$ cat src/design/exec_params.svh
`ifndef EXEC_PARAMS_SVH
`define EXEC_PARAMS_SVH

// data word width
`define EXEC_XLEN 32

// multiplier busy cycles before its done cycle
`define EXEC_MUL_CYCLES 3

// restoring divider iterations with one quotient bit each
`define EXEC_DIV_CYCLES 32

// JAL writes pc plus this
`define EXEC_LINK_OFFSET 8

`endif

$ cat src/design/exec_pkg.sv
`include "exec_params.svh"

package exec_pkg;

    // decoded opcodes seen by the execute stage
    typedef enum logic [4:0] {
        OP_NOP   = 5'd0,
        // alu
        OP_ADD   = 5'd1,
        OP_ADDU  = 5'd2,
        OP_SUB   = 5'd3,
        OP_SUBU  = 5'd4,
        OP_AND   = 5'd5,
        OP_OR    = 5'd6,
        OP_XOR   = 5'd7,
        OP_NOR   = 5'd8,
        OP_SLT   = 5'd9,
        OP_SLTU  = 5'd10,
        OP_SLL   = 5'd11,
        OP_SRL   = 5'd12,
        OP_SRA   = 5'd13,
        OP_LUI   = 5'd14,
        // multiply and divide write hi/lo
        OP_MULT  = 5'd15,
        OP_MULTU = 5'd16,
        OP_DIV   = 5'd17,
        OP_DIVU  = 5'd18,
        // control transfer in slot 1 only
        OP_BEQ   = 5'd19,
        OP_BNE   = 5'd20,
        OP_BLEZ  = 5'd21,
        OP_BGTZ  = 5'd22,
        OP_J     = 5'd23,
        OP_JAL   = 5'd24,
        OP_JR    = 5'd25
    } exec_op_e;

    // shared multiply/divide unit
    typedef enum logic [1:0] {
        MD_IDLE = 2'd0,
        MD_MUL  = 2'd1,
        MD_DIV  = 2'd2,
        MD_DONE = 2'd3
    } muldiv_state_e;

    // one slot's output
    typedef struct packed {
        logic                  valid;
        logic                  overflow;
        logic [`EXEC_XLEN-1:0] result;
    } slot_result_t;

endpackage

$ cat src/design/exec_slot_if.sv
`timescale 1ns/100ps
`include "exec_params.svh"

// one issue slot after decode and register read
interface exec_slot_if;
    logic                  valid;
    exec_pkg::exec_op_e    op;
    logic [`EXEC_XLEN-1:0] rs_val;
    logic [`EXEC_XLEN-1:0] rt_val;
    logic [`EXEC_XLEN-1:0] instr;
    logic [`EXEC_XLEN-1:0] pc;
    logic                  use_imm;

    modport producer (
        output valid, op, rs_val, rt_val, instr, pc, use_imm
    );

    modport consumer (
        input valid, op, rs_val, rt_val, instr, pc, use_imm
    );
endinterface

$ cat src/design/operand_select.sv
`timescale 1ns/100ps
`include "exec_params.svh"

module operand_select (
    exec_slot_if.consumer         slot_i,
    output logic [`EXEC_XLEN-1:0] op_a_o,
    output logic [`EXEC_XLEN-1:0] op_b_o
);
    logic [15:0]           imm;
    logic [`EXEC_XLEN-1:0] imm_ext;
    logic                  is_shift;

    assign imm = slot_i.instr[15:0];

    assign is_shift = (slot_i.op == exec_pkg::OP_SLL) ||
                      (slot_i.op == exec_pkg::OP_SRL) ||
                      (slot_i.op == exec_pkg::OP_SRA);

    // logical ops zero-extend and the rest sign-extend
    always_comb begin
        case (slot_i.op)
            exec_pkg::OP_AND, exec_pkg::OP_OR, exec_pkg::OP_XOR: begin
                imm_ext = {{(`EXEC_XLEN-16){1'b0}}, imm};
            end
            exec_pkg::OP_LUI: begin
                imm_ext = {{(`EXEC_XLEN-16){1'b0}}, imm} << 16;
            end
            default: begin
                imm_ext = {{(`EXEC_XLEN-16){imm[15]}}, imm};
            end
        endcase
    end

    always_comb begin
        if (is_shift) begin
            // shifts act on rt, amount from the shamt field
            op_a_o = slot_i.rt_val;
            op_b_o = {{(`EXEC_XLEN-5){1'b0}}, slot_i.instr[10:6]};
        end else begin
            op_a_o = slot_i.rs_val;
            op_b_o = slot_i.use_imm ? imm_ext : slot_i.rt_val;
        end
    end

endmodule

$ cat src/design/alu.sv
`timescale 1ns/100ps
`include "exec_params.svh"

module alu (
    input  exec_pkg::exec_op_e    op_i,
    input  logic [`EXEC_XLEN-1:0] op_a_i,
    input  logic [`EXEC_XLEN-1:0] op_b_i,
    output logic [`EXEC_XLEN-1:0] result_o,
    output logic                  overflow_o
);
    localparam int MSB = `EXEC_XLEN - 1;
    localparam int SHW = $clog2(`EXEC_XLEN);

    logic [`EXEC_XLEN-1:0] sum;
    logic [`EXEC_XLEN-1:0] diff;
    logic [SHW-1:0]        shamt;

    assign sum   = op_a_i + op_b_i;
    assign diff  = op_a_i - op_b_i;
    assign shamt = op_b_i[SHW-1:0];

    always_comb begin
        result_o   = '0;
        overflow_o = 1'b0;
        case (op_i)
            exec_pkg::OP_ADD: begin
                result_o = sum;
                // same-sign operands with a flipped result sign
                overflow_o = (op_a_i[MSB] == op_b_i[MSB]) && (sum[MSB] != op_a_i[MSB]);
            end
            exec_pkg::OP_SUB: begin
                result_o = diff;
                overflow_o = (op_a_i[MSB] != op_b_i[MSB]) && (diff[MSB] != op_a_i[MSB]);
            end
            exec_pkg::OP_ADDU: result_o = sum;
            exec_pkg::OP_SUBU: result_o = diff;
            exec_pkg::OP_AND:  result_o = op_a_i & op_b_i;
            exec_pkg::OP_OR:   result_o = op_a_i | op_b_i;
            exec_pkg::OP_XOR:  result_o = op_a_i ^ op_b_i;
            exec_pkg::OP_NOR:  result_o = ~(op_a_i | op_b_i);
            exec_pkg::OP_SLT: begin
                result_o = {{MSB{1'b0}}, ($signed(op_a_i) < $signed(op_b_i))};
            end
            exec_pkg::OP_SLTU: begin
                result_o = {{MSB{1'b0}}, (op_a_i < op_b_i)};
            end
            exec_pkg::OP_SLL: result_o = op_a_i << shamt;
            exec_pkg::OP_SRL: result_o = op_a_i >> shamt;
            exec_pkg::OP_SRA: result_o = $signed(op_a_i) >>> shamt;
            // immediate already sits in the upper half
            exec_pkg::OP_LUI: result_o = op_b_i;
            default: begin
                result_o   = '0;
                overflow_o = 1'b0;
            end
        endcase
    end

endmodule

$ cat src/design/branch_resolve.sv
`timescale 1ns/100ps
`include "exec_params.svh"

module branch_resolve (
    exec_slot_if.consumer         slot_i,
    output logic                  branch_taken_o,
    output logic [`EXEC_XLEN-1:0] target_o
);
    logic [`EXEC_XLEN-1:0] pc_plus4;
    logic [`EXEC_XLEN-1:0] br_offset;
    logic [`EXEC_XLEN-1:0] br_target;
    logic [`EXEC_XLEN-1:0] jmp_target;
    logic                  rs_le_zero;
    logic                  cond;

    assign pc_plus4  = slot_i.pc + `EXEC_XLEN'(4);
    assign br_offset = {{(`EXEC_XLEN-18){slot_i.instr[15]}}, slot_i.instr[15:0], 2'b00};
    assign br_target = pc_plus4 + br_offset;

    // region bits of pc+4 followed by the 26-bit index
    assign jmp_target = {pc_plus4[`EXEC_XLEN-1:28], slot_i.instr[25:0], 2'b00};

    assign rs_le_zero = slot_i.rs_val[`EXEC_XLEN-1] || (slot_i.rs_val == '0);

    always_comb begin
        cond     = 1'b0;
        target_o = '0;
        case (slot_i.op)
            exec_pkg::OP_BEQ: begin
                cond     = (slot_i.rs_val == slot_i.rt_val);
                target_o = br_target;
            end
            exec_pkg::OP_BNE: begin
                cond     = (slot_i.rs_val != slot_i.rt_val);
                target_o = br_target;
            end
            exec_pkg::OP_BLEZ: begin
                cond     = rs_le_zero;
                target_o = br_target;
            end
            exec_pkg::OP_BGTZ: begin
                cond     = !rs_le_zero;
                target_o = br_target;
            end
            exec_pkg::OP_J, exec_pkg::OP_JAL: begin
                cond     = 1'b1;
                target_o = jmp_target;
            end
            exec_pkg::OP_JR: begin
                cond     = 1'b1;
                target_o = slot_i.rs_val;
            end
            default: ;
        endcase
    end

    assign branch_taken_o = slot_i.valid && cond;

endmodule

$ cat src/design/muldiv_unit.sv
`timescale 1ns/100ps
`include "exec_params.svh"

module muldiv_unit (
    input  logic                      clk,
    input  logic                      rst_n_i,
    exec_slot_if.consumer             slot1_i,
    exec_slot_if.consumer             slot0_i,
    output logic                      stall_o,
    output logic [2*`EXEC_XLEN-1:0]   hilo_o,
    output logic                      hilo_valid_o
);
    localparam int XLEN  = `EXEC_XLEN;
    localparam int CNT_W = $clog2(`EXEC_DIV_CYCLES + 1);

    exec_pkg::muldiv_state_e state_q;
    exec_pkg::exec_op_e      sel_op;

    logic [CNT_W-1:0]  cnt_q;
    logic              pick1;
    logic              req;
    logic              sel_signed;
    logic              sel_is_div;
    logic [XLEN-1:0]   sel_a;
    logic [XLEN-1:0]   sel_b;
    logic              neg_a;
    logic              neg_b;
    logic [XLEN-1:0]   mag_a;
    logic [XLEN-1:0]   mag_b;
    logic [XLEN-1:0]   a_q;
    logic [XLEN-1:0]   b_q;
    logic              neg_a_q;
    logic              neg_b_q;
    logic              is_div_q;
    logic [2*XLEN-1:0] acc_q;
    logic [XLEN:0]     shifted;
    logic [XLEN:0]     trial;
    logic [XLEN-1:0]   quo_fix;
    logic [XLEN-1:0]   rem_fix;
    logic [2*XLEN-1:0] prod_fix;

    function automatic logic is_muldiv(input exec_pkg::exec_op_e op);
        return op inside {exec_pkg::OP_MULT, exec_pkg::OP_MULTU,
                          exec_pkg::OP_DIV, exec_pkg::OP_DIVU};
    endfunction

    // older slot wins the unit
    assign pick1 = slot1_i.valid && is_muldiv(slot1_i.op);
    assign req   = pick1 || (slot0_i.valid && is_muldiv(slot0_i.op));

    assign sel_op = pick1 ? slot1_i.op : slot0_i.op;
    assign sel_a  = pick1 ? slot1_i.rs_val : slot0_i.rs_val;
    assign sel_b  = pick1 ? slot1_i.rt_val : slot0_i.rt_val;

    assign sel_signed = (sel_op == exec_pkg::OP_MULT) || (sel_op == exec_pkg::OP_DIV);
    assign sel_is_div = (sel_op == exec_pkg::OP_DIV) || (sel_op == exec_pkg::OP_DIVU);
    assign neg_a      = sel_signed && sel_a[XLEN-1];
    assign neg_b      = sel_signed && sel_b[XLEN-1];
    assign mag_a      = neg_a ? -sel_a : sel_a;
    assign mag_b      = neg_b ? -sel_b : sel_b;

    // acc keeps the partial remainder above the dividend bits that turn into quotient bits
    assign shifted = {acc_q[2*XLEN-1:XLEN], acc_q[XLEN-1]};
    assign trial   = shifted - {1'b0, b_q};

    always_ff @(posedge clk or negedge rst_n_i) begin
        if (!rst_n_i) begin
            state_q <= exec_pkg::MD_IDLE;
            cnt_q   <= '0;
        end else begin
            case (state_q)
                exec_pkg::MD_IDLE: begin
                    cnt_q <= '0;
                    if (req && sel_is_div) begin
                        state_q <= exec_pkg::MD_DIV;
                    end else if (req) begin
                        state_q <= exec_pkg::MD_MUL;
                    end
                end
                exec_pkg::MD_MUL: begin
                    cnt_q <= cnt_q + 1'b1;
                    if (cnt_q == CNT_W'(`EXEC_MUL_CYCLES - 2)) begin
                        state_q <= exec_pkg::MD_DONE;
                    end
                end
                exec_pkg::MD_DIV: begin
                    cnt_q <= cnt_q + 1'b1;
                    if (cnt_q == CNT_W'(`EXEC_DIV_CYCLES - 1)) begin
                        state_q <= exec_pkg::MD_DONE;
                    end
                end
                default: state_q <= exec_pkg::MD_IDLE;
            endcase
        end
    end

    always_ff @(posedge clk) begin
        case (state_q)
            exec_pkg::MD_IDLE: begin
                if (req) begin
                    a_q      <= mag_a;
                    b_q      <= mag_b;
                    neg_a_q  <= neg_a;
                    neg_b_q  <= neg_b;
                    is_div_q <= sel_is_div;
                    acc_q    <= {{XLEN{1'b0}}, mag_a};
                end
            end
            exec_pkg::MD_MUL: acc_q <= a_q * b_q;
            exec_pkg::MD_DIV: begin
                if (!trial[XLEN]) begin
                    acc_q <= {trial[XLEN-1:0], acc_q[XLEN-2:0], 1'b1};
                end else begin
                    acc_q <= {shifted[XLEN-1:0], acc_q[XLEN-2:0], 1'b0};
                end
            end
            default: ;
        endcase
    end

    // remainder takes the sign of the dividend
    assign prod_fix = (neg_a_q ^ neg_b_q) ? -acc_q : acc_q;
    assign quo_fix  = (neg_a_q ^ neg_b_q) ? -acc_q[XLEN-1:0] : acc_q[XLEN-1:0];
    assign rem_fix  = neg_a_q ? -acc_q[2*XLEN-1:XLEN] : acc_q[2*XLEN-1:XLEN];

    assign hilo_o       = is_div_q ? {rem_fix, quo_fix} : prod_fix;
    assign hilo_valid_o = (state_q == exec_pkg::MD_DONE);
    assign stall_o      = ((state_q == exec_pkg::MD_IDLE) && req) ||
                          (state_q == exec_pkg::MD_MUL) ||
                          (state_q == exec_pkg::MD_DIV);

endmodule

$ cat src/design/result_merge.sv
`timescale 1ns/100ps
`include "exec_params.svh"

module result_merge (
    exec_slot_if.consumer          slot1_i,
    input  logic                   slot0_valid_i,
    input  logic [`EXEC_XLEN-1:0]  alu1_result_i,
    input  logic [`EXEC_XLEN-1:0]  alu0_result_i,
    input  logic                   alu1_overflow_i,
    input  logic                   alu0_overflow_i,
    output exec_pkg::slot_result_t slot1_o,
    output exec_pkg::slot_result_t slot0_o
);
    logic [`EXEC_XLEN-1:0] link_val;
    logic                  ovf1;
    logic                  valid0;

    assign link_val = slot1_i.pc + `EXEC_XLEN'(`EXEC_LINK_OFFSET);
    assign ovf1     = slot1_i.valid && alu1_overflow_i;

    // an overflowing older instruction kills the younger one
    assign valid0 = slot0_valid_i && !ovf1;

    always_comb begin
        slot1_o.valid    = slot1_i.valid;
        slot1_o.overflow = ovf1;
        if (slot1_i.op == exec_pkg::OP_JAL) begin
            slot1_o.result = link_val;
        end else begin
            slot1_o.result = alu1_result_i;
        end

        slot0_o.valid    = valid0;
        slot0_o.overflow = valid0 && alu0_overflow_i;
        slot0_o.result   = alu0_result_i;
    end

endmodule

$ cat src/design/execute_top.sv
`timescale 1ns/100ps
`include "exec_params.svh"

module execute_top (
    input  logic                      clk,
    input  logic                      rst_n_i,
    // older slot 1
    input  logic                      s1_valid_i,
    input  exec_pkg::exec_op_e        s1_op_i,
    input  logic [`EXEC_XLEN-1:0]     s1_rs_val_i,
    input  logic [`EXEC_XLEN-1:0]     s1_rt_val_i,
    input  logic [`EXEC_XLEN-1:0]     s1_instr_i,
    input  logic [`EXEC_XLEN-1:0]     s1_pc_i,
    input  logic                      s1_use_imm_i,
    // younger slot 0
    input  logic                      s0_valid_i,
    input  exec_pkg::exec_op_e        s0_op_i,
    input  logic [`EXEC_XLEN-1:0]     s0_rs_val_i,
    input  logic [`EXEC_XLEN-1:0]     s0_rt_val_i,
    input  logic [`EXEC_XLEN-1:0]     s0_instr_i,
    input  logic [`EXEC_XLEN-1:0]     s0_pc_i,
    input  logic                      s0_use_imm_i,
    output logic                      s1_valid_o,
    output logic [`EXEC_XLEN-1:0]     s1_result_o,
    output logic                      s1_overflow_o,
    output logic                      s0_valid_o,
    output logic [`EXEC_XLEN-1:0]     s0_result_o,
    output logic                      s0_overflow_o,
    output logic                      branch_taken_o,
    output logic [`EXEC_XLEN-1:0]     target_o,
    output logic [2*`EXEC_XLEN-1:0]   hilo_o,
    output logic                      hilo_valid_o,
    output logic                      stall_o
);
    exec_slot_if slot1 ();
    exec_slot_if slot0 ();

    logic [`EXEC_XLEN-1:0]  op_a1;
    logic [`EXEC_XLEN-1:0]  op_b1;
    logic [`EXEC_XLEN-1:0]  op_a0;
    logic [`EXEC_XLEN-1:0]  op_b0;
    logic [`EXEC_XLEN-1:0]  alu1_result;
    logic [`EXEC_XLEN-1:0]  alu0_result;
    logic                   alu1_overflow;
    logic                   alu0_overflow;
    exec_pkg::slot_result_t res1;
    exec_pkg::slot_result_t res0;

    assign slot1.valid   = s1_valid_i;
    assign slot1.op      = s1_op_i;
    assign slot1.rs_val  = s1_rs_val_i;
    assign slot1.rt_val  = s1_rt_val_i;
    assign slot1.instr   = s1_instr_i;
    assign slot1.pc      = s1_pc_i;
    assign slot1.use_imm = s1_use_imm_i;

    assign slot0.valid   = s0_valid_i;
    assign slot0.op      = s0_op_i;
    assign slot0.rs_val  = s0_rs_val_i;
    assign slot0.rt_val  = s0_rt_val_i;
    assign slot0.instr   = s0_instr_i;
    assign slot0.pc      = s0_pc_i;
    assign slot0.use_imm = s0_use_imm_i;

    operand_select u_opsel1 (.slot_i(slot1), .op_a_o(op_a1), .op_b_o(op_b1));
    operand_select u_opsel0 (.slot_i(slot0), .op_a_o(op_a0), .op_b_o(op_b0));

    alu u_alu1 (
        .op_i       (s1_op_i),
        .op_a_i     (op_a1),
        .op_b_i     (op_b1),
        .result_o   (alu1_result),
        .overflow_o (alu1_overflow)
    );

    alu u_alu0 (
        .op_i       (s0_op_i),
        .op_a_i     (op_a0),
        .op_b_i     (op_b0),
        .result_o   (alu0_result),
        .overflow_o (alu0_overflow)
    );

    // only the older slot may redirect fetch
    branch_resolve u_branch (
        .slot_i         (slot1),
        .branch_taken_o (branch_taken_o),
        .target_o       (target_o)
    );

    muldiv_unit u_muldiv (
        .clk          (clk),
        .rst_n_i      (rst_n_i),
        .slot1_i      (slot1),
        .slot0_i      (slot0),
        .stall_o      (stall_o),
        .hilo_o       (hilo_o),
        .hilo_valid_o (hilo_valid_o)
    );

    result_merge u_merge (
        .slot1_i         (slot1),
        .slot0_valid_i   (s0_valid_i),
        .alu1_result_i   (alu1_result),
        .alu0_result_i   (alu0_result),
        .alu1_overflow_i (alu1_overflow),
        .alu0_overflow_i (alu0_overflow),
        .slot1_o         (res1),
        .slot0_o         (res0)
    );

    assign s1_valid_o    = res1.valid;
    assign s1_result_o   = res1.result;
    assign s1_overflow_o = res1.overflow;
    assign s0_valid_o    = res0.valid;
    assign s0_result_o   = res0.result;
    assign s0_overflow_o = res0.overflow;

endmodule

$ cat config.mk
export PLATFORM = sky130hd
export DESIGN_NAME = execute_top
export DESIGN_NICKNAME = d
export VERILOG_FILES = /design/src/design/exec_pkg.sv /design/src/design/exec_slot_if.sv /design/src/design/operand_select.sv /design/src/design/alu.sv /design/src/design/branch_resolve.sv /design/src/design/muldiv_unit.sv /design/src/design/result_merge.sv /design/src/design/execute_top.sv
export VERILOG_INCLUDE_DIRS = /design/src /design/src/design
export SDC_FILE = /design/constraint.sdc
export NUM_CORES = 2
export LEC_CHECK = 0
export BUFFER_PORTS_ARGS = -buffer_cell sky130_fd_sc_hd__clkbuf_2
export CORE_UTILIZATION = 49
export CTS_BUF_LIST = sky130_fd_sc_hd__clkbuf_8
export DETAILED_ROUTE_END_ITERATION = 8
export PLACE_DENSITY = 0.74
export REMOVE_ABC_BUFFERS = 1
export SETUP_SLACK_MARGIN = 0.02
export SLEW_MARGIN = 25
export SYNTH_ARGS = -nofsm -noshare
export SYNTH_HDL_FRONTEND = slang
export SYNTH_HIERARCHICAL = 1
export SYNTH_SLANG_ARGS = --single-unit
$ cat constraint.sdc
create_clock -name clk -period 10.9 [get_ports clk]
set_clock_uncertainty 0.2 [all_clocks]
set_input_delay 1.09 -clock clk [delete_from_list [all_inputs] [get_ports clk]]
set_output_delay 1.09 -clock clk [all_outputs]
set_load 0.01 [all_outputs]
# [Word level (Yosys, flattened, before mapping)]
# Index checks and enable logic that the tools add are counted.
[op_classes] addsub=14 mul=1 magnitude_cmp=4 n_eq_ne=65 n_shift=6 n_mux=33 bitwise_logic=9 n_reduce_logical=45
[op_table] operator="one-hot mux 32 bit (12 select lines)" count=2
[op_table] operator="two-way mux 32 bit" count=13
[op_table] operator="two-way mux 64 bit" count=4
[op_table] operator="one-hot mux 64 bit (3 select lines)" count=1
[op_table] operator="< comparator 32 bit" count=4
[op_table] operator="negation 32 bit" count=4
[op_table] operator="one-hot mux 32 bit (2 select lines)" count=2
[op_table] operator="adder 32 bit" count=3
[op_table] operator="one-hot mux 32 bit (3 select lines)" count=1
[op_table] operator="== test 5 x 4 -> 1 bit (second input constant)" count=17
[op_table] operator="== test 5 bit (second input constant)" count=15
[op_table] operator="bitwise AND 32 bit" count=2
[op_table] operator="multiplier 32 x 32 -> 64 bit" count=1
[op_table] operator="negation 64 bit" count=1
[op_table] operator="inverter 32 bit" count=2
[op_table] operator="bitwise OR 32 bit" count=2
[op_table] operator="<< shifter 32 x 5 -> 32 bit" count=2
[op_table] operator="right shift 32 x 5 -> 32 bit" count=2
[op_table] operator=">>> shifter 32 x 5 -> 32 bit" count=2
[op_table] operator="subtractor 32 bit" count=2
[op_table] operator="bitwise XOR 32 bit" count=2
[op_table] operator="== test 5 x 3 -> 1 bit (second input constant)" count=8
[op_table] operator="subtractor 33 x 32 -> 33 bit" count=1
[op_table] operator="adder 32 x 3 -> 32 bit (second input constant)" count=1
[op_table] operator="other kinds (34)" count=83
[totals] register_bits=139 input_bits=272 out_inout_bits=167 wordCells=185

# [Logic depth before layout (Yosys ltp)]
[depth] ltp_word=13 mapped_depth=28

# [Hierarchy]
# Netlist, hierarchy kept.
[modules_own_cells] mod="muldiv_unit" instances=1 cells_per_inst=5027 area_each_um2=45190.8 seq_area_each_um2=4134.0
[modules_own_cells] mod="alu" instances=2 cells_per_inst=1378 area_each_um2=9132.5 seq_area_each_um2=0.0
[modules_own_cells] mod="branch_resolve" instances=1 cells_per_inst=453 area_each_um2=3189.3 seq_area_each_um2=0.0
[modules_own_cells] mod="operand_select" instances=2 cells_per_inst=157 area_each_um2=1124.8 seq_area_each_um2=0.0
[modules_own_cells] mod="result_merge" instances=1 cells_per_inst=190 area_each_um2=1270.0 seq_area_each_um2=0.0

# [Least setup slack after synthesis]
# Ideal clock, no wire load.
[synth_timing] path_type="register to register" from="reg u_muldiv.b_q[2]" to="reg u_muldiv.acc_q[56], data pin" setup_ns=0.271 arrival_time_ns=7.273 required_ns=10.429 path_slack_ns=3.156 stages_incl_launch_ff=27 n_path_buf=2 path_cell_list="edfxtp_1 -> clkbuf_1 -> and2_1 -> fa_1 -> inv_1 -> fa_1 -> fa_1 -> fa_1 -> inv_1 -> fa_1 -> inv_1 -> fa_1 -> inv_1 -> fa_1 -> fa_1 -> ha_1 -> clkbuf_1 -> nand2_1 -> o21ai_0 -> a221o_1 -> a41oi_1 -> o41ai_1 -> a21boi_0 -> o31a_1 -> o31ai_1 -> xnor2_1 -> o22ai_1"
[synth_between] elab_chain_len=3 word_cells_on_any_way=4
[synth_rtl] item="start, declared" line_no="muldiv_unit.sv:31" text="logic [XLEN-1:0] b_q;"
[synth_rtl] item="start signal, assigned" line_no="muldiv_unit.sv:102" text="b_q <= mag_b;"
[synth_rtl] item="branches (longest 2 deep; another with multiplier 32 x 32 -> 64 bit)"
[synth_rtl] item="one-hot mux 64 bit (3 select lines) *" line_no="muldiv_unit.sv:98" text="case (state_q)"
[synth_rtl] item="end signal, assigned" line_no="muldiv_unit.sv:109" text="exec_pkg::MD_MUL: acc_q <= a_q * b_q;"
[synth_rtl] item="end signal, assigned" line_no="muldiv_unit.sv:112" text="acc_q <= {trial[XLEN-1:0], acc_q[XLEN-2:0], 1'b1};"
[synth_rtl] item="end signal, assigned" line_no="muldiv_unit.sv:114" text="acc_q <= {shifted[XLEN-1:0], acc_q[XLEN-2:0], 1'b0};"
[synth_rtl] item="end, declared" line_no="muldiv_unit.sv:35" text="logic [2*XLEN-1:0] acc_q;"
# Mark *: on every way between the ends.
# A chain may end at the register's enable or synchronous reset.

# [Worst setup path after layout]
[layout_timing] from="reg u_muldiv.a_q[23]" to="reg u_muldiv.acc_q[60], data pin"
[layout_between] elab_chain_len=2
[layout_rtl] item="start, declared" line_no="muldiv_unit.sv:30" text="logic [XLEN-1:0] a_q;"
[layout_rtl] item="start signal, assigned" line_no="muldiv_unit.sv:101" text="a_q <= mag_a;"
[layout_rtl] item="multiplier 32 x 32 -> 64 bit" line_no="muldiv_unit.sv:109"
[layout_rtl] item="one-hot mux 64 bit (3 select lines)" line_no="muldiv_unit.sv:98"
# No other way between the ends.

==> metrics.cfg <==
[floorplanning]
rows=138
die-area_um2=144700
core_um2=141800
die_w_um=380.4
die_h_um=380.4
boundaryPins=439
start_util_pct=49.50

[critical_path]
critical_path_class=reg -> reg
r2r_slack_ps=1400
slowest_stage=edfxtp_1
arrival_ps=9630
end_kind=register
reg2reg_from=u_muldiv/a_q[23]
cp-start-kind=register
cp_common_cell=fa_1
cp_max_fo=18
reg2reg_depth=22
reg2reg_to=u_muldiv/acc_q[60]
slowest_delay_ps=970
worstPathCellList=buf_4 -> nand2_1 -> fa_1 -> fa_1 -> fa_1 -> fa_1 -> inv_1 -> fa_1 -> fa_1 -> fa_1 -> fa_1 -> ha_1 -> a21o_1 -> o21bai_1 -> a221o_1 -> a31o_2 -> a311oi_1 -> a21boi_0 -> o21ai_0 -> a21oi_1 -> o32ai_1 -> a31o_2
cp.required_ps=11030

[cts]
numCtsBuffers=17
cts_setup_buffers=0
cts-htree-levels=4
post_cts_resize_count=0
clk_pin_slew_ps=110
clock_path_buffers=2
cts.sinks=139
cts_hold_buf=0
root_buffer=clkbuf_8
worst_skew_pair.late_latency_ps=570
cts_tree=yes

[grt]
antenna_found_initial=31
overflow=0
grt_max_degree=72
grt.total_usage_pct=41.58
grt_pass1_vias=68199
grt_pass1_wl_um=450600

[sta]
tightestPinTransition_ps=1245
setup_viol=0
hold_violations=0
fin_crit_sh_pct=87.20
whs_ps=153.5
setup_tns_ps=0
rsz0062_at_grt=false
timing.fmax_mhz=105.2
slew_headroom_pct=16.75
period_minus_slack_ps=9504
finalMaxSlewViolations=0

[route]
wire_per_inst_um=29.03
drcViolationCount=0
drt_iter0_drc=9615
antenna_left=0
vias=69906
via_per_inst=6.567
firstDrtPassIters=9
drt-total-wl_um=309000

[outcome]
status=finished clean

[yosys]
ys_ff_latch=139
ys_types=117
yosysSeqAreaShare_pct=5.892
syn_inst=8740
yosys_warnings=6
syn_avg_cell_area_um2=8.028
synthFlopType=edfxtp_1
synth_edf_count=131
synthesis.area_um2=70160
synthArstFlopShare_pct=5.755

[finish]
final_nets=10431
layout-drive-gt1-share_pct=10.14
design_area_um2=74080
area_delta_synth_final_pct=5.581
final_core_util_pct=52.26

[placed_design]
place_area_um2=73370
place_congestion=1.101
portBuffers=384
hpwlAfterDp_um=245300

[hold_path]
hold_path.class=in -> async

[flow_run]
max-cap-violations=0

worst max-delay path by stage:
stage,start,end,cells past startpoint
6_report,u_muldiv/a_q[23],u_muldiv/acc_q[60],22
2_1_floorplan,s1_op_i[1],s1_result_o[26],17
3_5_place_dp,u_muldiv/a_q[23],u_muldiv/acc_q[60],22
5_1_grt,u_muldiv/a_q[15],u_muldiv/acc_q[60],24
3_3_place_gp,u_muldiv/a_q[23],u_muldiv/acc_q[60],22
4_1_cts,u_muldiv/a_q[23],u_muldiv/acc_q[60],22
cells in the final DEF (no fill, tap or decap), types with 133 or more instances in the layout:
cell type,Yosys,final
inv_1,1126,1126
fa_1,902,902
nand2_1,866,866
and2_1,621,620
a21oi_1,568,565
ha_1,535,534
nor2_1,514,513
clkbuf_2,1,384
o21ai_0,334,331
mux2i_1,240,240
xnor2_1,172,161
buf_4,57,155
nand3_1,154,152
xor2_1,144,135
nor3_1,134,133
cell type report:
cell class                      instances  area [µm²]
Tap cell                             1890        2365
Clock inverter                         15       163.9
Sequential cell                       139        4134
Fill cell                           13398       67680
Timing Repair Buffer                  553        3314
Antenna cell                           20       50.05
Multi-Input combinational cell       6877       59560
Clock buffer                           17       234.0
Inverter                             1134        4257
critical path, delay by kind of cell (launching register included):
| kind | cells | cell delay, ps |
|---|---|---|
| adders and majority gates | 9 | 4520 |
| and+or+nand+nor | 1 | 140 |
| buffers and inverters | 2 | 520 |
| AOI/OAI and AO/OA | 10 | 2920 |
| DFF | 1 | 970 |
flip-flops by register name (all words and copies together), names as in the netlist:
name	flops
u_muldiv/is_div_q	1
u_muldiv/acc_q	64
u_muldiv/cnt_q	6
u_muldiv/neg_a_q	1
u_muldiv/b_q	32
u_muldiv/a_q	32
u_muldiv/neg_b_q	1
u_muldiv/state_q	2
logic make-up after synthesis:
logic type,synth area share [%]
flops,5.892
fa+ha+maj,35.28
buf+inv,9.781
xor+xnor,3.977
compound gates,17.98
mux,6.762
simple gates,20.33
metal layers:
metal | up-vias | GRT usage (%) | routed length, µm
met5 | - | 0 | 323
met4 | 20 | 19.91 | 17140
li1 | 29593 | - | -
met1 | 34622 | 53.46 | 118500
met3 | 922 | 15.48 | 43250
met2 | 4749 | 61.35 | 129700
metrics by stage:
stage	worst slack [ps]	std cells
2_1_floorplan	-3202	8150
3_3_place_gp	1546	10580
3_5_place_dp	1552	10583
4_1_cts	1552	10615
5_1_grt	1180	10638
6_report	1396	10645
synthesized netlist by cell type (56+ instances only):
master	number	area (µm²)
buf_4	57	427.9
nor2_1	514	1929
nor3_1	134	670.6
nand2_1	866	3251
nand3_1	154	770.7
xnor2_1	172	1506
and3_1	56	350.3
and2_1	621	3885
nand2b_1	75	469.2
buf_2	75	375.4
nor4_1	57	356.6
o211ai_1	67	503.0
a22oi_1	69	518.0
a31oi_1	57	356.6
o22ai_1	64	400.4
xor2_1	144	1261
o21ai_0	334	1672
a21o_1	112	840.8
clkbuf_1	423	1588
fa_1	902	18060
a211oi_1	69	518.0
o31ai_1	59	442.9
edfxtp_1	131	3934
inv_1	1126	4227
a21oi_1	568	2843
nor2b_1	83	519.3
mux2i_1	240	2402
mux2_2	101	1137
ha_1	535	6694
nand4_1	69	431.7
Power is not shown: default switching activity piles up to over one toggle a cycle in this logic, so the estimate is an artifact.
